--- config.mk ---
export PLATFORM = sky130hd
export DESIGN_NAME = mrd_banks
export DESIGN_NICKNAME = d
export VERILOG_FILES = /design/src/verilog/mrd_data_pkg.sv /design/src/verilog/mrd_ctrl_pkg.sv /design/src/verilog/mrd_banks.sv
export SDC_FILE = /design/constraint.sdc
export NUM_CORES = 2
export LEC_CHECK = 0
export ABC_AREA = 0
export BUFFER_PORTS_ARGS = -buffer_cell sky130_fd_sc_hd__buf_2
export CORE_MARGIN = 2
export CORE_UTILIZATION = 45
export DETAILED_ROUTE_END_ITERATION = 8
export PLACE_DENSITY = 0.68
export SLEW_MARGIN = 0
export SYNTH_ARGS = -nofsm -noshare
export SYNTH_HDL_FRONTEND = slang
export SYNTH_SLANG_ARGS = --single-unit
--- constraint.sdc ---
create_clock -name clk -period 7.84 [get_ports clk]
set_input_delay 1.96 -clock clk [delete_from_list [all_inputs] [get_ports clk]]
set_output_delay 1.96 -clock clk [all_outputs]
set_load 0.01 [all_outputs]
--- src/verilog/mrd_data_pkg.sv ---
`default_nettype none

package mrd_data_pkg;

	localparam int NUM_BANKS = 7;
	localparam int NUM_LANES = 5;

	// bank number 7 marks a lane that maps to no bank.
	typedef logic [2:0] bank_idx_t;
	typedef logic signed [15:0] sample_t;

	// wide enough for a bank depth of up to 256 words.
	typedef logic [7:0] bank_addr_t;

	typedef struct packed {
		sample_t re;
		sample_t im;
	} cplx_t;

	// ~~~~~~~~~~~~~~~~~~~~~~~~~~~~~~
	typedef struct packed {
		logic       wren;
		bank_addr_t wraddr;
		cplx_t      din;
	} bank_wr_t;

	typedef bank_wr_t [NUM_BANKS-1:0] bank_wr_arr_t;
	typedef bank_addr_t [NUM_BANKS-1:0] bank_rd_arr_t;
	typedef cplx_t [NUM_BANKS-1:0] bank_dout_arr_t;

	// ~~~~~~~~~~~~~~~~~~~~~~~~~~~~~~
	typedef struct packed {
		bank_idx_t  bank_index;
		bank_addr_t bank_addr;
		cplx_t      d;
	} lane_t;

	typedef struct packed {
		logic                  valid;
		lane_t [NUM_LANES-1:0] lane;
	} lanes_t;

endpackage

`default_nettype wire

--- src/verilog/mrd_ctrl_pkg.sv ---
`default_nettype none

package mrd_ctrl_pkg;

	typedef enum logic [2:0] {
		IDLE        = 3'd0,
		SINK        = 3'd1,
		WAIT_TO_RD  = 3'd2,
		RD          = 3'd3,
		WAIT_WR_END = 3'd4,
		SOURCE      = 3'd5
	} fsm_state_e;

	typedef enum logic [1:0] {
		RADIX2 = 2'd0,
		RADIX4 = 2'd1
	} radix_e;

endpackage

`default_nettype wire

--- src/verilog/mrd_banks.sv ---
`timescale 1ns/1ps
`default_nettype none

module mrd_banks #(
	parameter int BANK_DEPTH = 16
) (
	input  wire logic                       clk,
	input  wire logic                       rst_n,
	input  wire mrd_ctrl_pkg::fsm_state_e   state,
	input  wire mrd_data_pkg::bank_wr_arr_t sink_wr,
	input  wire mrd_data_pkg::bank_wr_arr_t bf_wr,
	input  wire mrd_data_pkg::bank_rd_arr_t rd_addr,
	output mrd_data_pkg::bank_dout_arr_t    dout
);
	import mrd_data_pkg::*;
	import mrd_ctrl_pkg::*;

	localparam int AW = $clog2(BANK_DEPTH);

	bank_wr_arr_t wr_sel;

	// samples are stored while sinking, butterfly results at all other times.
	assign wr_sel = (state == SINK) ? sink_wr : bf_wr;

	for (genvar k = 0; k < NUM_BANKS; k++)
	begin : g_bank
		cplx_t mem [BANK_DEPTH];
		cplx_t rd_q;

		// a read of the address being written returns the old word.
		always_ff @(posedge clk)
		begin
			if (rst_n && wr_sel[k].wren)
				mem[wr_sel[k].wraddr[AW-1:0]] <= wr_sel[k].din;
			rd_q <= mem[rd_addr[k][AW-1:0]];
		end

		assign dout[k] = rd_q;
	end

endmodule

`default_nettype wire

==> metrics <==
antenna-violating nets left=0; Static Leak=54.2 nW; crit-path cells=buf_2 -> and4bb_4 -> nand4b_1 -> a21oi_4 -> buf_4; mux share of post-synthesis cell area=14.3%; GRT Total Usage=20.3%; Root Buffer=clkbuf_16; part of the Yosys area used for sequential elements=78.4%; violation count after the first detailed-routing iteration=7613; Worst EP arrival=5.48 ns; synthesized-area fraction occupied by ao, oa, aoi and oai cells=2.74%; crit path time final=4.87 ns; Final setup viols=0; Slowest Stage Delay on Critical Path=0.97 ns; width of the die=568 um; detailed-routing iteration count for the pre-antenna-repair pass=7; number of storage elements in the synthesis netlist=3808; initial antenna violation count=31; final routed wire length divided by cell count=27.2 um; adder-cell share of the synthesized area=0%; post-synthesis instance total=6762; area share of xor/xnor cells in the synthesized design=0%; number of global-route vias before repair=72700; aggregate negative setup slack=0 ns; count of cells resized by post-cts repair=0; final count of hold timing violations=0; slowest library cell on the worst path=and4bb_4; period utilization=62.2%; starting utilization of the core area=45.1%; post-route worst setup slack=2.97 ns; Via Count=70400; number of standard cells in the final layout excluding fillers=12200; FP Rows=207; cell area after synthesis=143000 sq um; nets=8351; total number of H-tree levels=5; Avg Inst Size Synth=21.2 sq um; TritonCTS clock tree=yes; Worst Setup Slack post-DPL=1.93 ns; maximum resistive drop on vdd=0.208 mV; Total Die Area=322000 sq um; total count of max-transition violations in the final report=0; Clock Path Buffers=4; residual overflow from global routing=0; Worst Setup Path Type=in -> reg; placeable core region=317000 sq um; share of layout cells above drive strength 1=32.1%; Worst Tran Pin Value=1.24 ns; detailed-route DRC error count=0; Peak Freq=205 MHz; yosys synthesis warning count=0; number of synthesized flops with an enable pin=3584; layout overhead on the synthesized area=16.2%; Synth async-reset ratio=0%; placed wire-length estimate=185 mm; number of fillers in the final layout=24300; kind of end point of the critical path=register; final estimated routing congestion in global placement=0.808; global-route wire length before repair=484 mm; setup repair after global routing missed its margin=false; critical path launch point type=input pin; count of input and output buffers=774; number of buffers created by CTS=384; status=finished, final reports clean; syn nets=7397; buffer count from post-CTS setup fixing=0; Synth Area in Simple Gates=3.33%; worst endpoint required time=8.45 ns; commonest register cell after synthesis=edfxtp_1; dominant combinational cell family by area after synthesis=multiplexers; largest net degree at the start of global routing=100; total I/O pin count=859; worst hold-check path type=reg -> reg; placed instance count=11500; Max Cap Violations=0; peak fanout along the critical path=48; PD cells=265 nW/um^2; clock transition at the registers of the reported paths=0.07 ns; Total Wirelength=333 mm; insertion delay to the later sink of the worst-skew pair=0.96 ns; Rel. slew slack=16.9%; cts-stage hold buffer count=0; routed via count divided by cell count=5.75; final setup skew=0.0627 ns; post-synth cell types=30; CTS sink cnt=3808; vertical die dimension=568 um
-- flip-flops by register name, indices dropped and copies added, names as in the netlist --
| name | count |
|---|---|
| g_bank.mem | 3584 |
| dout | 224 |
-- path summary, 6_finish.rpt --
| path | slack, ns | cells past startpoint | from | to |
|---|---|---|---|---|
| setup / recovery | 2.97 | 5 | rst_n | g_bank[3].mem[1][18]$_DFFE_PP_ |
| hold reg to reg | 0.62 | 3 | g_bank[4].mem[6][5]$_DFFE_PP_ | dout[133]$_DFF_P_ |
| hold / removal | 0.62 | 3 | g_bank[4].mem[6][5]$_DFFE_PP_ | dout[133]$_DFF_P_ |
| setup reg to reg | 6.27 | 3 | g_bank[4].mem[3][30]$_DFFE_PP_ | dout[158]$_DFF_P_ |
-- power breakdown --
group / total [mW] / internal, mW / leakage [nW] / switching, mW
clock: 18.7 / 10.9 / 6.38 / 7.79
combinational: 2.34 / 0.857 / 14.1 / 1.48
sequential: 23.0 / 22.8 / 33.7 / 0.162
-- cells in the mapped netlist (5+ instances only) --
library cell | count | share of area [%]
buf_1 | 73 | 0.19
nor2_1 | 15 | 0.039
and3_1 | 6 | 0.026
or4b_1 | 6 | 0.042
nor3b_1 | 6 | 0.031
or4_1 | 6 | 0.031
buf_2 | 83 | 0.29
nand4_1 | 50 | 0.22
a22oi_1 | 448 | 2.4
nor2b_1 | 34 | 0.15
nand4b_1 | 32 | 0.20
edfxtp_1 | 3584 | 75
a21oi_1 | 112 | 0.39
buf_6 | 12 | 0.094
mux2i_4 | 6 | 0.094
mux4_2 | 896 | 14
dfxtp_1 | 224 | 3.1
and2_1 | 17 | 0.074
mux2_2 | 7 | 0.055
nand3_1 | 17 | 0.059
nand2_1 | 908 | 2.4
buf_4 | 64 | 0.34
clkbuf_1 | 143 | 0.38
and3b_1 | 5 | 0.031
-- final cells by class --
cell class	count	area [sq um]	share of cell area, %
Antenna cell	21	52.6	0.0316
Multi-Input combinational cell	2579	30500	18.4
Tap cell	4180	5230	3.15
Timing Repair Buffer	943	5260	3.16
Sequential cell	3808	112000	67.4
Clock buffer	522	10800	6.49
Clock inverter	189	2280	1.37
-- logic make-up after synthesis --
family          count (synthesis)
mux                           910
compound gates                560
flops                        3808
simple gates                 1109
buf+inv                       375
-- routing by layer --
| layer | vias up | part of all wire, % | track usage [%] |
|---|---|---|---|
| li1 | 29900 | - | - |
| met1 | 37300 | 40 | 27.0 |
| met2 | 2671 | 50 | 34.3 |
| met3 | 548 | 6.5 | 3.20 |
| met4 | 8 | 3.4 | 6.86 |
| met5 | - | 0.016 | 0 |
-- critical path: cells and delay by family --
kind,cells,cell delay (ns)
and+or+nand+nor,2,1.40
buffers and inverters,2,1.08
AOI/OAI and AO/OA,1,0.83
-- cell usage in the layout, fill, tap and decap left out, drive strengths merged, types with 7 or more instances in the layout --
| cell type | instances |
|---|---|
| edfxtp | 3584 |
| buf | 936 |
| nand2 | 908 |
| mux4 | 896 |
| clkbuf | 529 |
| a22oi | 448 |
| dfxtp | 224 |
| clkinv | 127 |
| a21oi | 112 |
| nand4 | 50 |
| bufinv | 36 |
| nor2b | 34 |
| nand4b | 32 |
| diode | 21 |
| nand3 | 17 |
| and2 | 17 |
| nor2 | 15 |
| inv | 15 |
| clkinvlp | 11 |
| mux2 | 7 |
| mux2i | 7 |
| nor3b | 7 |
-- through the flow --
| step | area, sq um | hold slack (ns) | util (%) | total power, mW |
|---|---|---|---|---|
| after floorplan | 143000 | 0.635 | - | 24.7 |
| after global placement | 153000 | 0.649 | 48.3 | 25.7 |
| after detailed placement | 153000 | 0.651 | 48.3 | 25.8 |
| after CTS | 166000 | 0.610 | 52.4 | 44.4 |
| after global routing | 166000 | 0.669 | 52.4 | 45.4 |
| final | 166000 | 0.622 | 52.4 | 44.0 |
Power figures use the tool's default switching activity.
