`config.mk`:
```
export PLATFORM = sky130hd
export DESIGN_NAME = mrd_fsmrd_wr
export DESIGN_NICKNAME = d
export VERILOG_FILES = /design/src/verilog/mrd_data_pkg.sv /design/src/verilog/mrd_ctrl_pkg.sv /design/src/verilog/mrd_fsmrd_wr.sv
export SDC_FILE = /design/constraint.sdc
export NUM_CORES = 1
export LEC_CHECK = 0
export BUFFER_PORTS_ARGS = -buffer_cell sky130_fd_sc_hd__buf_2
export CAP_MARGIN = 20
export CORE_MARGIN = 2
export CORE_UTILIZATION = 40
export DETAILED_ROUTE_END_ITERATION = 16
export GPL_ROUTABILITY_DRIVEN = 0
export PLACE_DENSITY = 0.61
export SLEW_MARGIN = 10
export SYNTH_ARGS = -nofsm -noshare
export SYNTH_HDL_FRONTEND = slang
export SYNTH_SLANG_ARGS = --single-unit
```
`constraint.sdc`:
```
create_clock -name clk -period 1.89 [get_ports clk]
set_input_delay 0.189 -clock clk [delete_from_list [all_inputs] [get_ports clk]]
set_output_delay 0.189 -clock clk [all_outputs]
set_load 0.02 [all_outputs]
```
`src/verilog/mrd_data_pkg.sv`:
```
`default_nettype none

package mrd_data_pkg;

	localparam int NUM_BANKS = 7;
	localparam int NUM_LANES = 5;

	// bank number 7 marks a lane that maps to no bank.
	typedef logic [2:0] bank_idx_t;
	typedef logic signed [15:0] sample_t;

	// wide enough for a bank depth of up to 256 words.
	typedef logic [7:0] bank_addr_t;

	typedef struct packed {
		sample_t re;
		sample_t im;
	} cplx_t;

	// ~~~~~~~~~~~~~~~~~~~~~~~~~~~~~~
	typedef struct packed {
		logic       wren;
		bank_addr_t wraddr;
		cplx_t      din;
	} bank_wr_t;

	typedef bank_wr_t [NUM_BANKS-1:0] bank_wr_arr_t;
	typedef bank_addr_t [NUM_BANKS-1:0] bank_rd_arr_t;
	typedef cplx_t [NUM_BANKS-1:0] bank_dout_arr_t;

	// ~~~~~~~~~~~~~~~~~~~~~~~~~~~~~~
	typedef struct packed {
		bank_idx_t  bank_index;
		bank_addr_t bank_addr;
		cplx_t      d;
	} lane_t;

	typedef struct packed {
		logic                  valid;
		lane_t [NUM_LANES-1:0] lane;
	} lanes_t;

endpackage

`default_nettype wire

```
`src/verilog/mrd_ctrl_pkg.sv`:
```
`default_nettype none

package mrd_ctrl_pkg;

	typedef enum logic [2:0] {
		IDLE        = 3'd0,
		SINK        = 3'd1,
		WAIT_TO_RD  = 3'd2,
		RD          = 3'd3,
		WAIT_WR_END = 3'd4,
		SOURCE      = 3'd5
	} fsm_state_e;

	typedef enum logic [1:0] {
		RADIX2 = 2'd0,
		RADIX4 = 2'd1
	} radix_e;

endpackage

`default_nettype wire

```
`src/verilog/mrd_fsmrd_wr.sv`:
```
`timescale 1ns/1ps
`default_nettype none

module mrd_fsmrd_wr (
	input  wire logic                     clk,
	input  wire logic                     rst_n,
	input  wire mrd_ctrl_pkg::fsm_state_e fsm,
	input  wire mrd_data_pkg::lanes_t     in_lanes,
	output mrd_data_pkg::bank_wr_arr_t    wr,
	output logic                          wr_end
);
	import mrd_data_pkg::*;
	import mrd_ctrl_pkg::*;

	logic wr_ongoing;

	for (genvar k = 0; k < NUM_BANKS; k++)
	begin : g_port
		logic       hit;
		bank_addr_t hit_addr;
		cplx_t      hit_d;
		logic       wren_q;
		bank_addr_t addr_q;
		cplx_t      din_q;

		// scanning downward leaves the lowest matching lane in place.
		always_comb
		begin
			hit = 1'b0;
			hit_addr = '0;
			hit_d = '0;
			for (int i = NUM_LANES - 1; i >= 0; i--)
			begin
				if (in_lanes.lane[i].bank_index == bank_idx_t'(k))
				begin
					hit = 1'b1;
					hit_addr = in_lanes.lane[i].bank_addr;
					hit_d = in_lanes.lane[i].d;
				end
			end
		end

		always_ff @(posedge clk)
		begin
			if (!rst_n)
				wren_q <= 1'b0;
			else
				wren_q <= hit & in_lanes.valid;
		end

		always_ff @(posedge clk)
		begin
			addr_q <= hit_addr;
			din_q <= hit_d;
		end

		assign wr[k] = {wren_q, addr_q, din_q};
	end

	// ~~~~~~~~~~~~~~~~~~~~~~~~~~~~~~
	always_ff @(posedge clk)
	begin
		if (!rst_n)
		begin
			wr_ongoing <= 1'b0;
			wr_end <= 1'b0;
		end
		else
		begin
			wr_ongoing <= (fsm == RD || fsm == WAIT_WR_END) ? in_lanes.valid : 1'b0;
			wr_end <= wr_ongoing & ~in_lanes.valid;
		end
	end

endmodule

`default_nettype wire

```
==> impl_metrics.env <==
export IMPL_status="finished, final reports clean"
export IMPL_required_ns=2.37
export IMPL_synth_cells=1947
export IMPL_clkTransAtPathRegs_ns=0.06
export IMPL_yosysTopAreaCell="dfxtp_1"
export IMPL_setup_worst_path_start_class="primary input"
export IMPL_final_hold_violation_count=0
export IMPL_synthFlopType="dfxtp_1"
export IMPL_max_cap_viol_count=0
export IMPL_hp_start="in_lanes[33]"
export IMPL_drt_pass1_iter_count=9
export IMPL_syn2layout_area_growth_pct=33.5
export IMPL_viasPerCell=6.88
export IMPL_drive_gt1_share_pct=29.5
export IMPL_cts_resized=0
export IMPL_synth_edf_count=0
export IMPL_ir_drop_mv=0.618
export IMPL_tightestPinTransition_ns=1.08
export IMPL_root_buffer="clkbuf_16"
export IMPL_ant_nets=0
export IMPL_worstSetupEndpointType="flip-flop"
export IMPL_grt_overflow_total=0
export IMPL_max_stage_delay_ns=0.57
export IMPL_yosysWarnings=0
export IMPL_p_total_mw=19.0
export IMPL_rsz0062_at_grt="no"
export IMPL_p_leak_nw=8.94
export IMPL_cp_slowest_cell="dlygate4sd3_1"
export IMPL_core_area_sq_um=39800
export IMPL_period_needed_ns=1.84
export IMPL_grt_max_degree=74
export IMPL_period_share_pct=97.1
export IMPL_p_per_area_nw_per_um2=883
export IMPL_ios=509
export IMPL_dr_first_iter_drc_count=3256
export IMPL_die_h_microns=205
export IMPL_synth_top_area_share_pct=35.8
export IMPL_syn_area_per_cell_sq_um=8.29
export IMPL_critPathTopFamily="buffers and inverters"
export IMPL_synth_area_leaders="dfxtp_1 (36%), a22oi_1 (13%), o2bb2ai_1 (6.5%)"
export IMPL_hold_class="in -> reg"
export IMPL_start_util_pct=40.5
export IMPL_path_cells="buf_2 > buf_4 > and3b_2 > nor2_4 > buf_4 > a22oi_1 > dlygate4sd3_1 > o21ai_1"
export IMPL_route_detailed_drc=0
export IMPL_dr_total_vias=20600
export IMPL_slew_viol_final=0
export IMPL_routed_wirelength_microns=89700
export IMPL_synth_distinct_cells=37
export IMPL_clock_path_buffers=3
export IMPL_routedWlPerCell_microns=29.9
export IMPL_postCtsSetupBuffers=0
export IMPL_numCtsBuffers=35
export IMPL_cts_tree="built"
export IMPL_crit_fanout=16
export IMPL_row_count=73
export IMPL_die_area_sq_um=42000
export IMPL_crit_type="in -> reg"
export IMPL_final_setup_skew_ns=0.0000514
export IMPL_numPortBuffers=508
export IMPL_cts_hold_fix_buffers=63
export IMPL_slew_headroom_pct=27.5
export IMPL_h_tree_depth=2
export IMPL_cts_sinks=289
export IMPL_clk_latency_ns=0.54
export IMPL_critPathLaunch="in_lanes[41]"
export IMPL_grt_pass1_vias=19900
export IMPL_fin_tns_setup_ns=0
export IMPL_synth_async_reset_ratio_pct=0
export IMPL_setup_viol=0
export IMPL_synth_nets=2168
export IMPL_antenna_found_initial=14
export IMPL_dp_hpwl_microns=58200
export IMPL_ys_seq_area_share_pct=35.8
export IMPL_r2r_start="wr_ongoing"
export IMPL_crit_buf_inv=4
export IMPL_fmax_mhz=545
export IMPL_ys_ff_latch=289
export IMPL_critical_path_arrival_ns=2.32
export IMPL_grtUsageTotal_pct=40.9
export IMPL_grt_pass1_wl_microns=128000
export IMPL_crit_top_cell="buf_4"
export IMPL_finalNetCount=2661
export IMPL_die_w_microns=205
export IMPL_netlist_area_sq_um=16100
## metrics by stage
stage | cell area (sq um) | util (%) | instances | hold WS [ns] | worst slack [ns]
3_3_place_gp | 19700 | 49.6 | 2865 | 0.364 | -0.0476
5_1_grt | 21500 | 54.1 | 2996 | 0.0152 | 0.0202
4_1_cts | 21500 | 54.0 | 2986 | 0.000249 | 0.116
3_5_place_dp | 19700 | 49.6 | 2865 | 0.365 | -0.0755
2_1_floorplan | 16100 | - | 1947 | 0.261 | 0.306
6_report | 21600 | 54.1 | 3000 | 0.0118 | 0.0542
## path summary, 6_finish.rpt
path / cells past startpoint / slack (ns) / end
setup / recovery: 8 / 0.05 / wr[219]
hold / removal: 3 / 0.01 / g_port[2].addr_q[1]
setup reg to reg: 3 / 0.87 / wr_end
hold reg to reg: 3 / 0.96 / wr_end
## flip-flops by register name, summed over array words and instances, names as in the netlist
register       count
wr               224
g_port.addr_q     56
g_port.wren_q      7
wr_end             1
wr_ongoing         1
## power by group
group / leakage (nW) / internal [mW] / switching, mW
Clock: 0.557 / 4.13 / 2.79
Combinational: 5.97 / 1.72 / 3.33
Sequential: 2.41 / 6.77 / 0.281
Total: 8.94 / 12.6 / 6.40
## cell families after synthesis
logic type / share of synthesized area [%]
compound gates: 40.5
buf+inv: 7.58
flops: 35.8
mux: 5.58
simple gates: 10.5
## cell usage after synthesis, types with 32 or more instances
| cell | count |
|---|---|
| o2bb2ai_1 | 119 |
| buf_2 | 42 |
| o21ai_1 | 165 |
| nand3_1 | 120 |
| clkbuf_1 | 155 |
| a22oi_1 | 278 |
| mux2_1 | 78 |
| o22ai_1 | 157 |
| and3_1 | 40 |
| o21ai_0 | 32 |
| a221oi_1 | 40 |
| a21oi_1 | 202 |
| nor2_1 | 58 |
| dfxtp_1 | 289 |
| inv_1 | 41 |
## worst min-delay path, cell delays in order
cell     delay (ns)
buf_2          0.16
a22oi_1        0.10
o21ai_1        0.07
## layout make-up
cell class / instances / area [sq um]
fillers: 3752 / 18300
multi-input cells: 1382 / 9280
flip-flops and latches: 289 / 5790
repair buffers: 691 / 4500
clock buffers: 49 / 1010
well taps: 525 / 657
inverters: 41 / 154
clock inverters: 9 / 130
diodes: 14 / 35.0
## routing by layer
metal	vias up	wire, microns	track usage (%)
met5	-	13	0
met4	2	6170	25.0
met3	478	11700	11.4
met2	1974	38600	61.6
met1	9588	33200	51.9
li1	8599	-	-
## cells in the final DEF (no fill, tap or decap), types with 14 or more instances in the layout
cell and count:
a21oi_1 202, o22ai_1 157, mux2_1 78, inv_1 41, o21ai_1 165, buf_2 508
o2bb2ai_1 119, dlygate4sd3_1 63, buf_12 34, a22oi_1 278, clkbuf_16 37, a221oi_1 40
dfxtp_1 289, o21ai_0 32, and3_1 40, nand3_1 120, nor2_1 50, diode_2 14
buf_4 86
Power figures use the tool's default switching activity.
