`config.mk`:
```
export PLATFORM = sky130hd
export DESIGN_NAME = mrd_fsm
export DESIGN_NICKNAME = d
export VERILOG_FILES = /design/src/verilog/mrd_ctrl_pkg.sv /design/src/verilog/mrd_fsm.sv
export SDC_FILE = /design/constraint.sdc
export NUM_CORES = 1
export LEC_CHECK = 0
export BUFFER_PORTS_ARGS = -buffer_cell sky130_fd_sc_hd__buf_4
export CAP_MARGIN = 20
export CELL_PAD_IN_SITES_DETAIL_PLACEMENT = 1
export CELL_PAD_IN_SITES_GLOBAL_PLACEMENT = 1
export CORE_MARGIN = 5
export CORE_UTILIZATION = 40
export CTS_CLUSTER_SIZE = 40
export DETAILED_ROUTE_END_ITERATION = 8
export PLACE_DENSITY = 0.84
export SETUP_SLACK_MARGIN = 0.1
export SLEW_MARGIN = 30
export SYNTH_ARGS = -nofsm -noshare
export SYNTH_HDL_FRONTEND = slang
export SYNTH_SLANG_ARGS = --single-unit
```
`constraint.sdc`:
```
create_clock -name clk -period 4.45 [get_ports clk]
set_input_delay 0.445 -clock clk [delete_from_list [all_inputs] [get_ports clk]]
set_output_delay 0.445 -clock clk [all_outputs]
set_load 0.005 [all_outputs]
```
`src/verilog/mrd_ctrl_pkg.sv`:
```
`default_nettype none

package mrd_ctrl_pkg;

	typedef enum logic [2:0] {
		IDLE        = 3'd0,
		SINK        = 3'd1,
		WAIT_TO_RD  = 3'd2,
		RD          = 3'd3,
		WAIT_WR_END = 3'd4,
		SOURCE      = 3'd5
	} fsm_state_e;

	typedef enum logic [1:0] {
		RADIX2 = 2'd0,
		RADIX4 = 2'd1
	} radix_e;

endpackage

`default_nettype wire

```
`src/verilog/mrd_fsm.sv`:
```
`timescale 1ns/1ps
`default_nettype none

module mrd_fsm #(
	parameter int NUM_POINTS = 28
) (
	input  wire logic                     clk,
	input  wire logic                     rst_n,
	input  wire logic                     start,
	input  wire mrd_ctrl_pkg::radix_e     radix_sel,
	input  wire logic                     cursor_last,
	input  wire logic                     wr_end,
	output mrd_ctrl_pkg::fsm_state_e      state,
	output mrd_ctrl_pkg::radix_e          radix,
	output logic                          busy,
	output logic                          done
);
	import mrd_ctrl_pkg::*;

	localparam int LEFT_W = $clog2(NUM_POINTS + 2);

	fsm_state_e        state_nxt;
	logic [LEFT_W-1:0] src_left;

	always_comb
	begin
		state_nxt = state;
		case (state)
			IDLE:
				if (start)
					state_nxt = SINK;
			SINK:
				if (cursor_last)
					state_nxt = WAIT_TO_RD;
			WAIT_TO_RD:
				state_nxt = RD;
			RD:
				if (cursor_last)
					state_nxt = WAIT_WR_END;
			WAIT_WR_END:
				if (wr_end)
					state_nxt = SOURCE;
			SOURCE:
				if (done)
					state_nxt = IDLE;
			default:
				state_nxt = IDLE;
		endcase
	end

	// the last output leaves the read pipeline two cycles after the
	// last source read, so the count runs two past the point count.
	always_ff @(posedge clk)
	begin
		if (!rst_n)
		begin
			state <= IDLE;
			radix <= RADIX2;
			src_left <= '0;
			done <= 1'b0;
		end
		else
		begin
			state <= state_nxt;
			if (state == IDLE && start)
				radix <= radix_sel;
			if (state == WAIT_WR_END && wr_end)
				src_left <= LEFT_W'(NUM_POINTS + 1);
			else if (state == SOURCE && src_left != '0)
				src_left <= src_left - 1'b1;
			done <= (state == SOURCE) && (src_left == LEFT_W'(1));
		end
	end

	assign busy = (state != IDLE);

endmodule

`default_nettype wire

```
==> results <==
- For this design the ratio of total power to cell area is 286.5 nW/um^2.
- The synthesized net count is 71.
- Excluding fillers, the count of instances in the completed layout stands at 91.
- The TritonCTS sink count is 11.
- The slew at the pin closest to its max-slew limit is 0.4012 ns.
- The part of the total power dissipated in sequential elements is 0.526.
- The shortest clock period the worst path allows after layout is 1.675 ns.
- The share of final-layout standard cells stronger than drive strength 1 is 0.2800.
- Counting tap cells, the placed design contains a total of 87 instances.
- The nature of the critical path endpoint is a primary output.
- The maximum number of pins on one net before global-route repair is 13.
- The via count of the first global-routing pass is 530.
- In the routed design, unresolved DRC markers number 0.
- The number of standard-cell rows in the floorplan is 14.
- The weighted congestion reported at the end of routability-driven placement is 0.7794.
- The arrival time reported for the critical path endpoint is 1.23 ns.
- The largest fanout on the critical path is 11.
- For this block, the via count after detailed routing is 518.
- The depth of the CTS H-tree is 1.
- Input and output buffers added on the ports amount to 13.
- The end of the worst register-to-register path is src_left[4].
- In this run the tightest slew margin relative to its limit is 0.7322.
- The synthesized area divided by synthesized cell count is 9.763 sq um.
- The type of the worst setup path is flop to primary output.
- The floorplan step defined a die boundary enclosing 2361 sq um.
- The insertion delay of the later-clocked pin in the worst-skew pair is 0.27 ns.
- The area growth from synthesis to final layout is 21.64%.
- The clock arrives with 0.004236 ns of skew.
- The maximum VDD drop is 0.1854 mV.
- Across the whole layout, storage elements account for 220.2 sq um.
- 14 I/O pins were placed.
- In this run the worst hold path is classified as primary input to flop.
- The CTS tree is done.
- Detailed placement ended at an HPWL of 1033 um.
- The path with the worst hold slack has its endpoint at src_left[3].
- The final layout contains 86 nets.
- The internal cell power is 154.9 uW.
- The share of total power dissipated in combinational logic is 0.141.
- The switching power as a share of total power is 0.2537.
- The number of antenna violations at the first check in global routing is 0.
- The startpoint of the tightest hold check path is rst_n.
- Dividing the detail-routed wire length by the instance count gives 15.36 um.
- The startpoint class of the critical path is a flop.
- The vertical extent of the die is 48.59 um.
- The worst register-to-register path has a depth of 5.
- The worst hold slack is 0.4110 ns.
- The worst hold path passes through 2 cells.
- The run finished with clean final reports.
- The clock tree root driver cell is sky130_fd_sc_hd__clkbuf_4.
- The total iterations of the first detailed-routing run is 2.
- The largest single stage delay on the critical path is 0.42 ns.
- The number of hold violations in the final report was 0.
- The worst path required time is 4.01 ns.
- The synthesized instance count is 61.
- Setup repair after global routing left no endpoint under its margin.
- The total wire length is 1398 um.
- The count of nets left with antenna violations once routing finished came out at 0.
- The count of cells resized by post-cts repair is 0.
- After the first detailed-routing iteration, the DRC count stood at 4.
- The area of the multi-input gates is 349.1 sq um.
- After synthesis, the share of flip-flops with an asynchronous set or reset is 0.
- The worst register-to-register path has a setup slack of 2.89 ns.
- For this run, the register share of the synthesized area comes to 0.3697.
- After clock tree synthesis, the flow added hold-fix buffers numbering 0.
- The diode insertion count for antenna repair is 0.
- The most common cell after layout, fill and taps aside is sky130_fd_sc_hd__buf_4.
- For this run, the total global-route usage over all layers was measured as 0.1286.
- The timing-limited maximum frequency is 0.5972 GHz.
- The number of buffers on the longest clock path is 2.
- The clock share of power is 0.334.
- The clock transition at the registers of the reported paths is 0.07 ns.
- The mapped cell area is 595.6 sq um.
- Global routing finished with a remaining overflow of 0.
- The net switching power is 52.64 uW.
- The startpoint identified for the worst register-to-register timing path is src_left[1].
- For this design, the slowest cell found on the critical path is sky130_fd_sc_hd__dfxtp_1.
- The setup TNS is 0 ns.
- For this configuration, the core starts out at a cell density of 0.4096.
- The count of warnings emitted by yosys is 0.
- The pre-CTS setup slack is 2.870 ns.
- The global-route wire length before repair is 2415 um.
- The clock buffer count from CTS is 3.
- The region available for standard cell placement spans 1454 sq um.
- The number of max-capacitance violations reported is 0.
- The fraction of the cycle the final worst path needs is 0.3763.
- The number of endpoints failing setup at the final stage is 0.
- The detail-routed via count per cell is 5.692.
- The number of post-CTS setup repair buffers is 0.
- The number of distinct library cells after synthesis is 28.
- The overall die width is 48.59 um.
- Leaving out fill and tap cells, the most frequent cells in the layout are sky130_fd_sc_hd__buf_4 (13), sky130_fd_sc_hd__dfxtp_1 (11), sky130_fd_sc_hd__nor2_1 (5).
- The max-slew violation count is 0.
- In this run the static leakage power is 0.0002810 uW.
- The layout has 181 filler cells.
- Counting flops and latches in the post-synthesis netlist gives 11.
- Among all flip-flop cells after synthesis, the most frequent one is sky130_fd_sc_hd__dfxtp_1.
- The number of enable flip-flop cells after synthesis is 0.
- The signal on the critical path passes through or3_1 > buf_4.
- Across all setup checks in the final design, the least slack found is 2.775 ns.
power by group through the flow:
stage / registers [uW] / clock network [uW] / logic, uW
6_report: 109 / 69.3 / 29.2
5_1_grt: 110 / 79.5 / 32.3
4_1_cts: 109 / 73.7 / 29.8
3_5_place_dp: 111 / 0 / 29.3
3_3_place_gp: 111 / 0 / 28.4
2_1_floorplan: 107 / 0 / 19.6
how the worst max path moves through the flow:
stage                 from          end  slack [ns]
2_1_floorplan  src_left[0]  src_left[2]        2.99
3_3_place_gp   src_left[0]  src_left[2]        2.94
3_5_place_dp   src_left[1]  src_left[2]        2.87
4_1_cts           state[0]         busy        2.76
5_1_grt           state[2]         busy        2.71
6_report          state[0]         busy        2.78
flip-flops by register name, summed over array words and instances, names as in the netlist:
signal	flops
done	1
radix	2
src_left	5
state	3
cell families (layout without fill, tap and decap cells):
kind of cell | after synthesis | count (layout) | share of synthesized area
AO/OA/AOI/OAI | 12 | 12 | 0.1555
multiplexers | 4 | 4 | 0.06933
flip-flops | 11 | 11 | 0.3697
adder cells (fa/ha/maj) | 3 | 3 | 0.06303
AND/OR/NAND/NOR | 24 | 24 | 0.2836
XOR/XNOR | 1 | 1 | 0.01471
buffers and inverters | 6 | 20 | 0.04411
Yosys cell counts (all sizes together) (2+ instances only):
cell | n | share of area
dfxtp | 11 | 0.37
nor2 | 5 | 0.032
a21oi | 3 | 0.025
a311oi | 3 | 0.044
buf | 3 | 0.025
ha | 3 | 0.063
mux2i | 3 | 0.050
nor3 | 3 | 0.025
a211oi | 2 | 0.025
inv | 2 | 0.013
nand2 | 2 | 0.013
nand3b | 2 | 0.025
nor4 | 2 | 0.021
nor4b | 2 | 0.050
or3 | 2 | 0.021
cell type report:
| class | count | share of cell area |
|---|---|---|
| timing repair buffer | 13 | 0.1347 |
| sequential | 11 | 0.3040 |
| multi-input combinational | 44 | 0.4819 |
| inverter | 3 | 0.01554 |
| clock buffer | 4 | 0.03627 |
| tap | 16 | 0.02763 |
stage by stage:
stage	instance area, sq um	utilization	total power [uW]
after global placement	698.2	0.4802	139.6
final	724.4	0.4983	207.5
after global routing	724.4	0.4983	222.1
after detailed placement	698.2	0.4802	140.8
after CTS	724.4	0.4983	212.6
after floorplan	595.6	-	126.4
per-layer routing:
| layer | global-route usage | share of wire | vias up |
|---|---|---|---|
| li1 | - | - | 266 |
| met4 | 0.02691 | 0.0093 | 0 |
| met2 | 0.2109 | 0.50 | 8 |
| met1 | 0.1570 | 0.45 | 242 |
| met5 | 0 | 0 | - |
| met3 | 0.05215 | 0.039 | 2 |
worst max-delay path, delay by kind of cell (launching register included):
family,cells,cell delay (ns)
buffers and inverters,1,0.14
DFF,1,0.42
and+or+nand+nor,1,0.40
(Power assumes the default switching activity.)
