--- config.mk ---
export PLATFORM = sky130hd
export DESIGN_NAME = mrd_addr_gen
export DESIGN_NICKNAME = d
export VERILOG_FILES = /design/src/verilog/mrd_data_pkg.sv /design/src/verilog/mrd_ctrl_pkg.sv /design/src/verilog/mrd_addr_gen.sv
export SDC_FILE = /design/constraint.sdc
export NUM_CORES = 1
export LEC_CHECK = 0
export BUFFER_PORTS_ARGS = -buffer_cell sky130_fd_sc_hd__buf_2
export CORE_AREA = 2 2 338 340
export DETAILED_ROUTE_END_ITERATION = 10
export DIE_AREA = 0 0 340 342
export PLACE_DENSITY = 0.45
export SLEW_MARGIN = 30
export SYNTH_ARGS = -nofsm -noshare
export SYNTH_HDL_FRONTEND = slang
export SYNTH_SLANG_ARGS = --single-unit
--- constraint.sdc ---
create_clock -name clk -period 3.2 [get_ports clk]
set_input_delay 0.48 -clock clk [delete_from_list [all_inputs] [get_ports clk]]
set_output_delay 0.48 -clock clk [all_outputs]
set_load 0.05 [all_outputs]
--- src/verilog/mrd_data_pkg.sv ---
`default_nettype none

package mrd_data_pkg;

	localparam int NUM_BANKS = 7;
	localparam int NUM_LANES = 5;

	// bank number 7 marks a lane that maps to no bank.
	typedef logic [2:0] bank_idx_t;
	typedef logic signed [15:0] sample_t;

	// wide enough for a bank depth of up to 256 words.
	typedef logic [7:0] bank_addr_t;

	typedef struct packed {
		sample_t re;
		sample_t im;
	} cplx_t;

	// ~~~~~~~~~~~~~~~~~~~~~~~~~~~~~~
	typedef struct packed {
		logic       wren;
		bank_addr_t wraddr;
		cplx_t      din;
	} bank_wr_t;

	typedef bank_wr_t [NUM_BANKS-1:0] bank_wr_arr_t;
	typedef bank_addr_t [NUM_BANKS-1:0] bank_rd_arr_t;
	typedef cplx_t [NUM_BANKS-1:0] bank_dout_arr_t;

	// ~~~~~~~~~~~~~~~~~~~~~~~~~~~~~~
	typedef struct packed {
		bank_idx_t  bank_index;
		bank_addr_t bank_addr;
		cplx_t      d;
	} lane_t;

	typedef struct packed {
		logic                  valid;
		lane_t [NUM_LANES-1:0] lane;
	} lanes_t;

endpackage

`default_nettype wire

--- src/verilog/mrd_ctrl_pkg.sv ---
`default_nettype none

package mrd_ctrl_pkg;

	typedef enum logic [2:0] {
		IDLE        = 3'd0,
		SINK        = 3'd1,
		WAIT_TO_RD  = 3'd2,
		RD          = 3'd3,
		WAIT_WR_END = 3'd4,
		SOURCE      = 3'd5
	} fsm_state_e;

	typedef enum logic [1:0] {
		RADIX2 = 2'd0,
		RADIX4 = 2'd1
	} radix_e;

endpackage

`default_nettype wire

--- src/verilog/mrd_addr_gen.sv ---
`timescale 1ns/1ps
`default_nettype none

module mrd_addr_gen #(
	parameter int NUM_POINTS = 28
) (
	input  wire logic                         clk,
	input  wire logic                         rst_n,
	input  wire mrd_ctrl_pkg::fsm_state_e     state,
	input  wire mrd_ctrl_pkg::radix_e         radix,
	input  wire logic                         sink_valid,
	input  wire mrd_data_pkg::cplx_t          sink_data,
	input  wire mrd_data_pkg::bank_dout_arr_t dout,
	output mrd_data_pkg::bank_wr_arr_t        sink_wr,
	output mrd_data_pkg::bank_rd_arr_t        rd_addr,
	output mrd_data_pkg::lanes_t              rd_lanes,
	output logic                              cursor_last,
	output logic                              src_valid,
	output mrd_data_pkg::cplx_t               src_data
);
	import mrd_data_pkg::*;
	import mrd_ctrl_pkg::*;

	localparam int CNT_W = $clog2(NUM_POINTS + 1);

	bank_idx_t             cur_bank;
	bank_addr_t            cur_addr;
	logic [CNT_W-1:0]      pt_cnt;
	logic                  phase_end;
	logic                  active;
	logic                  req;
	logic [2:0]            grp;
	lane_t [NUM_LANES-1:0] req_loc;
	lane_t                 next_loc;
	logic                  loc_valid;
	lane_t [NUM_LANES-1:0] loc_lane;
	logic                  src_req_q;
	logic                  lanes_valid;
	lane_t [NUM_LANES-1:0] lanes_q;

	// steps a point location forward without a divider; ofs never exceeds a bank count.
	function automatic lane_t step_loc(bank_idx_t b, bank_addr_t a, logic [2:0] ofs);
		lane_t      l;
		logic [3:0] s;
		s = {1'b0, b} + {1'b0, ofs};
		l = '0;
		if (s >= 4'(NUM_BANKS))
		begin
			l.bank_index = bank_idx_t'(s - 4'(NUM_BANKS));
			l.bank_addr = a + 8'd1;
		end
		else
		begin
			l.bank_index = bank_idx_t'(s);
			l.bank_addr = a;
		end
		return l;
	endfunction

	assign active = (state == SINK) || (state == RD) || (state == SOURCE);
	assign req = !phase_end && ((state == SINK) ? sink_valid : active);
	assign grp = (state == RD) ? ((radix == RADIX4) ? 3'd4 : 3'd2) : 3'd1;
	assign cursor_last = req && (int'(pt_cnt) + int'(grp) == NUM_POINTS);
	assign next_loc = step_loc(cur_bank, cur_addr, grp);

	always_comb
	begin
		rd_addr = '0;
		for (int i = 0; i < NUM_LANES; i++)
		begin
			req_loc[i] = step_loc(cur_bank, cur_addr, 3'(i));
			if (3'(i) >= grp)
				req_loc[i].bank_index = 3'd7;
			else
				rd_addr[req_loc[i].bank_index] = req_loc[i].bank_addr;
		end
	end

	always_comb
	begin
		for (int k = 0; k < NUM_BANKS; k++)
		begin
			sink_wr[k].wren = req && (state == SINK) && (cur_bank == bank_idx_t'(k));
			sink_wr[k].wraddr = cur_addr;
			sink_wr[k].din = sink_data;
		end
	end

	// ~~~~~~~~~~~~~~~~~~~~~~~~~~~~~~
	// the cursor starts over in every state between two phases.
	always_ff @(posedge clk)
	begin
		if (!rst_n || !active)
		begin
			cur_bank <= '0;
			cur_addr <= '0;
			pt_cnt <= '0;
			phase_end <= 1'b0;
		end
		else if (req)
		begin
			cur_bank <= next_loc.bank_index;
			cur_addr <= next_loc.bank_addr;
			pt_cnt <= pt_cnt + CNT_W'(grp);
			if (cursor_last)
				phase_end <= 1'b1;
		end
	end

	// ~~~~~~~~~~~~~~~~~~~~~~~~~~~~~~
	always_ff @(posedge clk)
	begin
		if (!rst_n)
		begin
			loc_valid <= 1'b0;
			src_req_q <= 1'b0;
			lanes_valid <= 1'b0;
			src_valid <= 1'b0;
		end
		else
		begin
			loc_valid <= req && (state == RD);
			src_req_q <= req && (state == SOURCE);
			lanes_valid <= loc_valid;
			src_valid <= src_req_q;
		end
	end

	// locations wait one cycle for the registered bank read.
	always_ff @(posedge clk)
	begin
		loc_lane <= req_loc;
		for (int i = 0; i < NUM_LANES; i++)
		begin
			lanes_q[i].bank_index <= loc_lane[i].bank_index;
			lanes_q[i].bank_addr <= loc_lane[i].bank_addr;
			if (loc_lane[i].bank_index < 3'(NUM_BANKS))
				lanes_q[i].d <= dout[loc_lane[i].bank_index];
			else
				lanes_q[i].d <= '0;
		end
	end

	assign rd_lanes = {lanes_valid, lanes_q};
	assign src_data = lanes_q[0].d;

endmodule

`default_nettype wire

==> results of run 1 <==
==> power by group through the flow <==
stage	Sequential, uW	Clock (uW)	Combinational, uW
final	3970	5280	2800
after global routing	3980	5600	2960
after CTS	3970	5500	2790
after detailed placement	4050	0	2690
after global placement	4050	0	2680
after floorplan	4500	0	2040
==> cell type report <==
cell class / count / area share, %
timing repair buffer: 852 / 20.3
sequential: 291 / 20.4
clock buffer: 56 / 4.23
tap: 1512 / 6.57
antenna: 19 / 0.165
inverter: 28 / 0.417
clock inverter: 20 / 1.10
multi-input combinational: 1335 / 46.7
==> logic make-up after synthesis <==
kind of cell,after synthesis,synth area share [%]
AOI/OAI and AO/OA,411,12.7
xor gates and xnor gates,52,2.19
and+or+nand+nor,391,8.53
adders and majority gates,21,1.37
DFF,291,28.0
muxes,457,32.4
other,1,0.0180
buffers and inverters,488,14.8
==> per-stage QoR <==
step	worst slack (ns)	cells	power [uW]	cell area [sq um]
2_1_floorplan	-0.303	2114	6540	21600
3_3_place_gp	-0.156	3974	6730	25600
3_5_place_dp	-0.162	3974	6740	25600
4_1_cts	-0.798	4083	12300	28500
5_1_grt	-0.831	4100	12500	28700
6_report	-0.698	4113	12000	28800
==> worst paths after layout <==
kind                                    from      endpoint  slack [ns]  cells past startpoint
worst min register to register  loc_lane[37]  rd_lanes[37]        0.32                      0
worst max-delay path             cur_bank[1]   rd_addr[41]       -0.70                     13
worst max register to register   cur_bank[0]   cur_addr[4]        0.83                      9
worst min-delay path                state[1]     src_req_q        0.20                      3
==> layer usage <==
metal	GRT usage [%]	part of all wire (%)	wire length [microns]	up-vias
met3	6.71	10	10200	163
met1	19.9	39	39900	9288
met4	4.63	2.6	2680	24
li1	-	-	-	8344
met5	0.245	0.16	166	-
met2	27.9	48	48300	876
==> cell usage after synthesis (4+ instances only) <==
cell type  instances
a211oi_1          16
a211oi_2           7
a21oi_1           85
a221oi_1          52
a311oi_1           8
and2_1             6
buf_1             29
buf_2             34
buf_4            309
buf_6              5
clkbuf_1          83
dfxtp_1          291
ha_1              18
inv_1             24
mux2_2           130
mux2i_1          166
mux4_2           160
nand2_1          158
nand2b_1           7
nand3_1           13
nand4_1            5
nand4b_1           4
nor2_1           124
nor2b_1           12
nor3_1            29
o21ai_0          168
o22ai_1           42
xnor2_1           27
xor2_1            25
==> cell usage in the layout (no fill, tap or decap), types with 8 or more instances in the layout <==
cell type	n
o22ai_2	27
a221oi_2	24
nor3_2	8
inv_2	8
o21ai_2	14
buf_2	543
a21oi_1	83
buf_6	72
nor3_1	21
buf_12	41
inv_1	15
a211oi_4	14
mux2i_1	164
a311oi_4	8
nand2_1	153
ha_1	11
bufinv_16	8
xor2_1	21
nand3_1	10
mux4_2	160
o21ai_0	135
diode_2	19
o21ai_1	15
a221oi_4	9
dfxtp_1	273
o22ai_4	15
a221oi_1	21
mux2_2	127
nor2_1	121
dfxtp_4	12
clkbuf_16	45
buf_4	193
xnor2_1	20
==> flip-flops by register name, indices dropped and copies added, names as in the netlist <==
| signal | flops |
|---|---|
| cur_addr | 8 |
| cur_bank | 3 |
| lanes_valid | 1 |
| loc_lane | 55 |
| loc_valid | 1 |
| phase_end | 1 |
| pt_cnt | 5 |
| rd_lanes | 215 |
| src_req_q | 1 |
| src_valid | 1 |
==> worst min-delay path, cell delays in order <==
cell     delay (ns)
buf_2          0.09
buf_4          0.12
nor4b_1        0.05
==> repair_timing <==
item / 4_1_cts / 5_1_grt
resized for setup: 267 / 32
setup endpoints to repair: 56 / 57
pin swaps: 53 / 32
buffers inserted: 42 / 11
hold endpoints to repair: 0 / 0
cloned: 1 / 1
==> impl_results.md, run 1 <==
* Tcrit/Tclk final at 122%
* Clk buf depth at 3
* Synthesis-stage register bit count at 291
* Crit path launch type: flop
* Final core occ at 25.4%
* Critical path required time at 2.72 ns
* Internal at 8110 uW
* Die Y at 342 microns
* EDFF count, synth at 0
* Cell taking the most area after synthesis: dfxtp_1
* Clock Latency Late Sink at 0.60 ns
* Skew final at 0.0239 ns
* Pins Over Slew Limit at 0
* Setup WS post-layout at -0.698 ns
* Fmax at 257 MHz
* Row count at 124
* Worst-path clk slew at 0.06 ns
* Run status: finished, violations left
* Vias in the first global route at 18798
* Tot GR Track Use at 16.8%
* Final TNS setup at -31.40 ns
* Total Wirelength at 101000 microns
* CP max FO at 8
* Post-route ant nets at 0
* Sw Ratio at 32.7%
* Die Area at 0.116 sq mm
* Worst setup EP type: output pin
* Crit path buf inv count at 7
* Crit path time final at 3.90 ns
* WL/cell at 24.6 microns
* Clk pwr share at 43.9%
* Top area cells in the synthesized netlist: dfxtp_1 (28%), mux4_2 (17%), buf_4 (11%)
* Crit-path slowest cell: a2111oi_4
* Io pins at 857
* Failing checks: setup timing
* Syn avg cell area at 9.86 sq um
* Inserted Clock Buffers at 42
* Nets at 2835
* Largest net degree at the start of global routing at 46
* Chip width at 340 microns
* H-tree levels at 2
* Most used cell, CP: buf_6
* TritonRoute pass-1 iters at 7
* Slowest stage delay, CP at 0.48 ns
* Asr flop ratio synth at 0%
* Initial DRC count at 1083
* Leak at 0.0126 uW
* Multi-input gate area at 0.0135 sq mm
* # clock sinks at 291
* Combinational cell fraction of total power at 23.2%
* Crit path max-delay family: buffers and inverters
* Hold buffer count at cts at 0
* Reg area at 0.00588 sq mm
* Rel. slew slack at 48.7%
* Vias post-DR at 18695
* Synthesized instance count at 2112
* Core Area at 0.113 sq mm
* First-pass GRT wire length at 143000 microns
* Peak VDD IR at 0.361 mV
* Post-synth cell types at 73
* Initial antenna violation count at 30
* Synthesized area at 0.0208 sq mm
* Fillers at 12069
* GRT overflow at 0
* WHS at 0.202 ns
* RSZ-0062 raised after global routing: yes
* CP arrival at 3.42 ns
* Synth warn at 0
* GP Congestion at 0.848
* Worst hold path type: in2reg
* Max cap viols at 0
* Hold Vio Cnt, Final at 0
* Post-DP HPWL at 74200 microns
* CTS tree: yes
* Sequential Power Share at 32.9%
* Area grow syn2layout at 38.2%
* DRC viols at 0
* WS Path Type: reg2out
* Starting Density at 18.4%
* Vias/cell at 4.55
* Sequential fraction of the synthesis area at 28.0%
* I/O Buffers at 600
* Actual slew at the worst max-slew pin at 0.770 ns
* # setup viols final at 56
* Pwr per Cell Area at 419 mW/mm^2
* Clock root buffer: clkbuf_16
* Share of cells above drive strength 1 at 56.0%
* Cell breakdown of the critical path: buf_6, inv_6, ha_4, inv_4, fa_2, buf_6, or3b_4, a2111oi_4, inv_2, buf_4, o21ai_2, o22ai_2, buf_6
* Top-area cell type share of the netlist area at 28.0%
* Net switching power at 3940 uW
* Top FF cell, synth: dfxtp_1
(Power assumes the default switching activity.)
==> run 2, diff against run 1 <==
--- a/config.mk
+++ b/config.mk
@@ -9,7 +9,8 @@
 export CORE_AREA = 2 2 338 340
 export DETAILED_ROUTE_END_ITERATION = 10
 export DIE_AREA = 0 0 340 342
-export PLACE_DENSITY = 0.45
+export PLACE_DENSITY_LB_ADDON = 0.25
+export SKIP_LAST_GASP = 1
 export SLEW_MARGIN = 30
 export SYNTH_ARGS = -nofsm -noshare
 export SYNTH_HDL_FRONTEND = slang
==> run 2 against run 1 <==
Net effect:
- the flow still finishes with violations (setup timing)
- worst hold slack worse by 0.011 ns
- power down 5.4%
- setup slack better by 0.025 ns
- sequential share of layout area down 0.24 points
- combinational power about the same
- core utilization up 0.31 points
- sequential power about the same
- clock power down 12%
- critical path depth down 2
- register-to-register slack worse by 0.15 ns
- critical endpoint is now rd_addr[50]
- largest cell class unchanged
==> impl_results.md, run 2 (same netlist as run 1, synthesis figures left out) <==
* Run status: finished, violations left
* Failing checks: setup timing
* Number of cells on the worst reg-to-reg path at 14
* Vias/cell at 4.54
* Nets at 2853
* CTS tree: yes
* Rel. slew slack at 40.6%
* Post-route cell area at 0.0291 sq mm
* Post-DP HPWL at 71900 microns
* Peak VDD IR at 0.318 mV
* R2r startpoint: cur_bank[1]
* Commonest non-fill, non-tap cell in the layout: buf_2
* Sequential Power Share at 34.7%
* Clk pwr share at 40.6%
* Hold Vio Cnt, Final at 0
* Hold Crit Start: state[1]
* CP arrival at 3.39 ns
* Chip width at 340 microns
* Clock Latency Late Sink at 0.59 ns
* Pwr Total at 11400 uW
* Sw Ratio at 34.6%
* Starting Density at 18.4%
* Crit-path slowest cell: or3b_4
* Worst setup EP type: output pin
* Combinational cell fraction of total power at 24.7%
* I/O Buffers at 600
* Largest net degree at the start of global routing at 56
* Net switching power at 3940 uW
* CP max FO at 8
* Clk buf depth at 3
* Vias in the first global route at 19261
* Inserted Clock Buffers at 42
* Die Area at 0.116 sq mm
* Crit path depth at 11
* Actual slew at the worst max-slew pin at 0.890 ns
* Cell breakdown of the critical path: buf_12, clkinv_8, buf_12, fa_2, or3b_4, a2111oi_4, buf_4, clkinvlp_4, o21ai_1, o22ai_2, buf_4
* Leak at 0.0126 uW
* GP Congestion at 0.813
* Hold buffer count at cts at 0
* Setup WS post-layout at -0.672 ns
* Io pins at 857
* Final TNS setup at -29.85 ns
* Worst hold path type: in2reg
* Largest register FFs at 215
* Internal at 7460 uW
* Pins Over Slew Limit at 0
* Core Area at 0.113 sq mm
* Critical Path Start: cur_bank[1]
* Share of cells above drive strength 1 at 57.3%
* Commonest non-fill, non-tap cells in the layout: buf_2 (544), dfxtp_1 (273), buf_4 (205)
* TritonRoute pass-1 iters at 5
* Crit path time final at 3.87 ns
* Crit path max-delay family: buffers and inverters
* DRC viols at 0
* RSZ-0062 raised after global routing: yes
* Clock root buffer: clkbuf_16
* Worst hold path stage count at 3
* Fmax at 258 MHz
* Pwr per Cell Area at 391 mW/mm^2
* Row count at 124
* Max cap viols at 0
* Initial DRC count at 1057
* # setup viols final at 56
* Tot GR Track Use at 16.5%
* Total Wirelength at 99600 microns
* First-pass GRT wire length at 142000 microns
* Die Y at 342 microns
* Skew final at 0.0177 ns
* WS Path Type: reg2out
* WL/cell at 24.2 microns
* Critical path required time at 2.72 ns
* Crit path launch type: flop
* Crit path buf inv count at 6
* Initial antenna violation count at 17
* Worst-path clk slew at 0.06 ns
* Area grow syn2layout at 39.9%
* Tcrit/Tclk final at 121%
* Post-route ant nets at 0
* Slowest stage delay, CP at 0.43 ns
* Vias post-DR at 18688
* GRT overflow at 0
* # clock sinks at 291
* H-tree levels at 2
* Placed cell area at 0.0257 sq mm
* Final core occ at 25.8%
-- run 2: changes by cell type in the layout (fill, tap and decap cells not counted), moves of 9 or more --
cell,delta
a221oi_4,+9
buf_4,+12
diode_2,-12
o21ai_2,+10
o22ai_2,-12
o22ai_4,+11
-- run 2: final timing paths --
path                   endpoint  slack (ns)
setup / recovery    rd_addr[50]       -0.67
setup reg to reg  loc_lane[166]        0.68
hold / removal        src_req_q        0.19
hold reg to reg   rd_lanes[121]        0.33
-- run 2: power by group through the flow --
stage | registers [uW] | clock network [uW] | logic [uW]
2_1_floorplan | 4500 | 0 | 2040
3_3_place_gp | 4050 | 0 | 2690
3_5_place_dp | 4050 | 0 | 2680
4_1_cts | 3970 | 4860 | 2780
5_1_grt | 3980 | 4960 | 2970
6_report | 3960 | 4630 | 2810
-- run 2: cell type report --
cell class | instances | area (sq um)
well taps | 1512 | 1890
flip-flops and latches | 291 | 5880
multi-input cells | 1335 | 13800
diodes | 7 | 17.5
inverters | 28 | 139
clock buffers | 50 | 1140
fillers | 12073 | 84000
clock inverters | 25 | 194
repair buffers | 870 | 6040
-- run 2: stage by stage --
stage | setup slack (ns) | cells | hold slack, ns
after floorplan | -0.303 | 2114 | 0.310
after global placement | -0.236 | 3988 | 0.311
after detailed placement | -0.286 | 3988 | 0.313
after CTS | -0.705 | 4093 | 0.113
after global routing | -0.828 | 4114 | 0.146
final | -0.672 | 4118 | 0.191
-- run 2: what timing repair did --
| action | in CTS | in global routing |
|---|---|---|
| gates resized for setup | 247 | 123 |
| cloned | 2 | 4 |
| endpoints found under the hold margin | 0 | 0 |
| setup endpoints to repair | 57 | 57 |
| pin swaps | 34 | 42 |
| buffers inserted | 35 | 21 |
-- run 2: worst reg2reg max path: cells and delay by family (launching register included) --
kind | cells | cell delay, ns
AND/OR/NAND/NOR | 1 | 0.05
buffers and inverters | 10 | 1.40
adder cells (fa/ha/maj) | 1 | 0.17
flip-flops | 1 | 0.36
AO/OA/AOI/OAI | 1 | 0.31
XOR/XNOR | 1 | 0.13
-- run 2: routing by layer --
| layer | vias to the layer above | global-route usage (%) | share of wire, % |
|---|---|---|---|
| met1 | 9274 | 20.2 | 41 |
| met2 | 891 | 27.7 | 48 |
| met5 | - | 0.449 | 0.14 |
| met4 | 12 | 4.00 | 2.0 |
| li1 | 8378 | - | - |
| met3 | 133 | 5.70 | 9.1 |
==> run 3, diff against run 2 <==
--- a/config.mk
+++ b/config.mk
@@ -5,10 +5,11 @@
 export SDC_FILE = /design/constraint.sdc
 export NUM_CORES = 1
 export LEC_CHECK = 0
+export ABC_AREA = 1
 export BUFFER_PORTS_ARGS = -buffer_cell sky130_fd_sc_hd__buf_2
-export CORE_AREA = 2 2 338 340
+export CORE_AREA = 2 2 337 339
 export DETAILED_ROUTE_END_ITERATION = 10
-export DIE_AREA = 0 0 340 342
+export DIE_AREA = 0 0 339 341
 export PLACE_DENSITY_LB_ADDON = 0.25
 export SKIP_LAST_GASP = 1
 export SLEW_MARGIN = 30
==> run 3 against run 2 <==
Net effect:
- the run still ends with setup timing left
- register-to-register slack got worse by 0.12 ns
- global-route usage rose by 5.9 points
- power rose by 11%
- die area fell by 0.59%
- critical path type unchanged
==> impl_results.md, run 3 <==
* Top-area cell type share of the netlist area at 28.2%
* CP max FO at 4
* Io pins at 857
* Rel. slew slack at 42.2%
* Top-count cell post-synth: nand2_1
* Post-route ant nets at 0
* First-pass GRT wire length at 187000 microns
* Die Area at 0.116 sq mm
* Crit path buf inv count at 6
* Core Area at 0.112 sq mm
* Tot GR Track Use at 22.4%
* I/O Buffers at 600
* Vias post-DR at 25074
* Setup WS post-layout at -0.378 ns
* Sequential fraction of the synthesis area at 28.2%
* Share of cells above drive strength 1 at 33.5%
* Worst-path clk slew at 0.05 ns
* Slowest stage delay, CP at 0.45 ns
* Largest register FFs at 215
* Critical path required time at 2.72 ns
* Pwr per Cell Area at 450 mW/mm^2
* CP arrival at 3.10 ns
* # setup viols final at 56
* Post-synth top cells: nand2_1 (743), o21ai_0 (467), a21oi_1 (407), buf_4 (315), dfxtp_1 (291)
* Placed cell area at 0.0245 sq mm
* WL/cell at 26.4 microns
* Initial antenna violation count at 47
* Synthesized instance count at 3191
* Synthesized area at 0.0207 sq mm
* WS Path Type: reg2out
* EDFF count, synth at 0
* Vias/cell at 4.88
* Crit path time final at 3.58 ns
* Commonest non-fill, non-tap cell in the layout: nand2_1
* Leak at 0.0133 uW
* Pins Over Slew Limit at 0
* Max cap viols at 0
* RSZ-0062 raised after global routing: yes
* Largest net degree at the start of global routing at 112
* Post-DP HPWL at 94900 microns
* Crit-path slowest cell: fa_2
* Cell taking the most area after synthesis: dfxtp_1
* Nets at 3873
* H-tree levels at 2
* Post-synth cell types at 44
* Die Y at 341 microns
* TritonRoute pass-1 iters at 6
* CTS tree: yes
* Clock root buffer: clkbuf_16
* Initial DRC count at 2486
* Tcrit/Tclk final at 112%
* Failing checks: setup timing
* Area grow syn2layout at 36.1%
* Crit path launch type: flop
* DRC viols at 0
* Synth warn at 0
* Commonest non-fill, non-tap cells in the layout: nand2_1 (640), buf_2 (544), o21ai_0 (451)
* Post-route cell area at 0.0282 sq mm
* Worst setup EP type: output pin
* Fmax at 280 MHz
* Top area cells in the synthesized netlist: dfxtp_1 (28%), nand2_1 (13%), buf_4 (11%)
* Placed insts at 4986
* Clk buf depth at 3
* Row count at 123
* # clock sinks at 291
* Crit path max-delay family: buffers and inverters
* Syn avg cell area at 6.48 sq um
* Worst hold path type: in2reg
* Total Wirelength at 136000 microns
* Hold Vio Cnt, Final at 0
* GRT overflow at 0
* Run status: finished, violations left
* Peak VDD IR at 0.332 mV
* Top FF cell, synth: dfxtp_1
* Asr flop ratio synth at 0%
* Inserted Clock Buffers at 46
* GP Congestion at 0.923
* Actual slew at the worst max-slew pin at 0.866 ns
* Final TNS setup at -13.20 ns
* Starting Density at 18.5%
* Cell breakdown of the critical path: inv_4, ha_4, inv_4, fa_2, o21ai_4, buf_4, inv_4, nor2_4, clkinvlp_4, nor2_1, nor2_1, nand2_1, nand2_2, buf_8
* Most used cell, CP: inv_4
* Synthesis-stage register bit count at 291
* Chip width at 339 microns
* Skew final at 0.0363 ns
* Post-Layout Cell Count at 5142
* Vias in the first global route at 23864
* Clock Latency Late Sink at 0.65 ns
[run 3: cells by family after synthesis]
kind of cell | synth area share (%)
XOR/XNOR | 0.502
flip-flops | 28.2
other | 0.0181
buffers and inverters | 20.4
AO/OA/AOI/OAI | 31.1
adder cells (fa/ha/maj) | 1.38
AND/OR/NAND/NOR | 18.4
[run 3: per-layer routing]
layer | global-route usage (%) | vias up | share of wire (%)
met2 | 34.9 | 1624 | 44
met3 | 7.89 | 350 | 11
met1 | 28.2 | 11738 | 41
li1 | - | 11330 | -
met5 | 0 | - | 0.16
met4 | 9.17 | 32 | 4.3
[run 3: final timing paths]
check / endpoint / depth (start not counted) / slack (ns) / start
setup / recovery: rd_addr[52] / 14 / -0.38 / cur_bank[1]
hold / removal: src_req_q / 2 / 0.08 / state[1]
setup reg to reg: cur_addr[2] / 11 / 0.56 / cur_bank[0]
hold reg to reg: rd_lanes[80] / 0 / 0.32 / loc_lane[80]
[run 3: per-stage QoR]
stage	hold slack [ns]	total power [uW]	utilization (%)	worst slack, ns
after floorplan	0.310	6560	-	0.0437
after global placement	0.311	6880	21.9	-0.0748
after detailed placement	0.312	6880	21.9	-0.00569
after CTS	0.0150	12900	24.6	-0.390
after global routing	0.0564	13200	25.1	-0.486
final	0.0762	12700	25.2	-0.378
[run 3: timing repair]
action,4_1_cts,5_1_grt
pin swaps,67,81
hold buffers,0,0
buffers inserted,33,20
endpoints found under the setup margin,56,56
gates resized for setup,319,137
gates cloned,6,3
[run 3: layout make-up]
| class | instances | area [sq um] |
|---|---|---|
| Fill cell | 12588 | 83700 |
| Tap cell | 1500 | 1880 |
| Inverter | 298 | 1170 |
| Clock buffer | 53 | 1210 |
| Antenna cell | 19 | 47.5 |
| Timing Repair Buffer | 842 | 5880 |
| Clock inverter | 30 | 440 |
| Sequential cell | 291 | 5860 |
| Timing Repair inverter | 3 | 26.3 |
| Multi-Input combinational cell | 2106 | 11600 |
[run 3: power breakdown]
part | leakage (uW) | internal [uW] | switching (uW) | total (uW)
Clock | 0.000783 | 3470 | 2240 | 5710
Combinational | 0.0101 | 777 | 2230 | 3000
Sequential | 0.00238 | 3820 | 146 | 3960
Total | 0.0133 | 8060 | 4620 | 12700
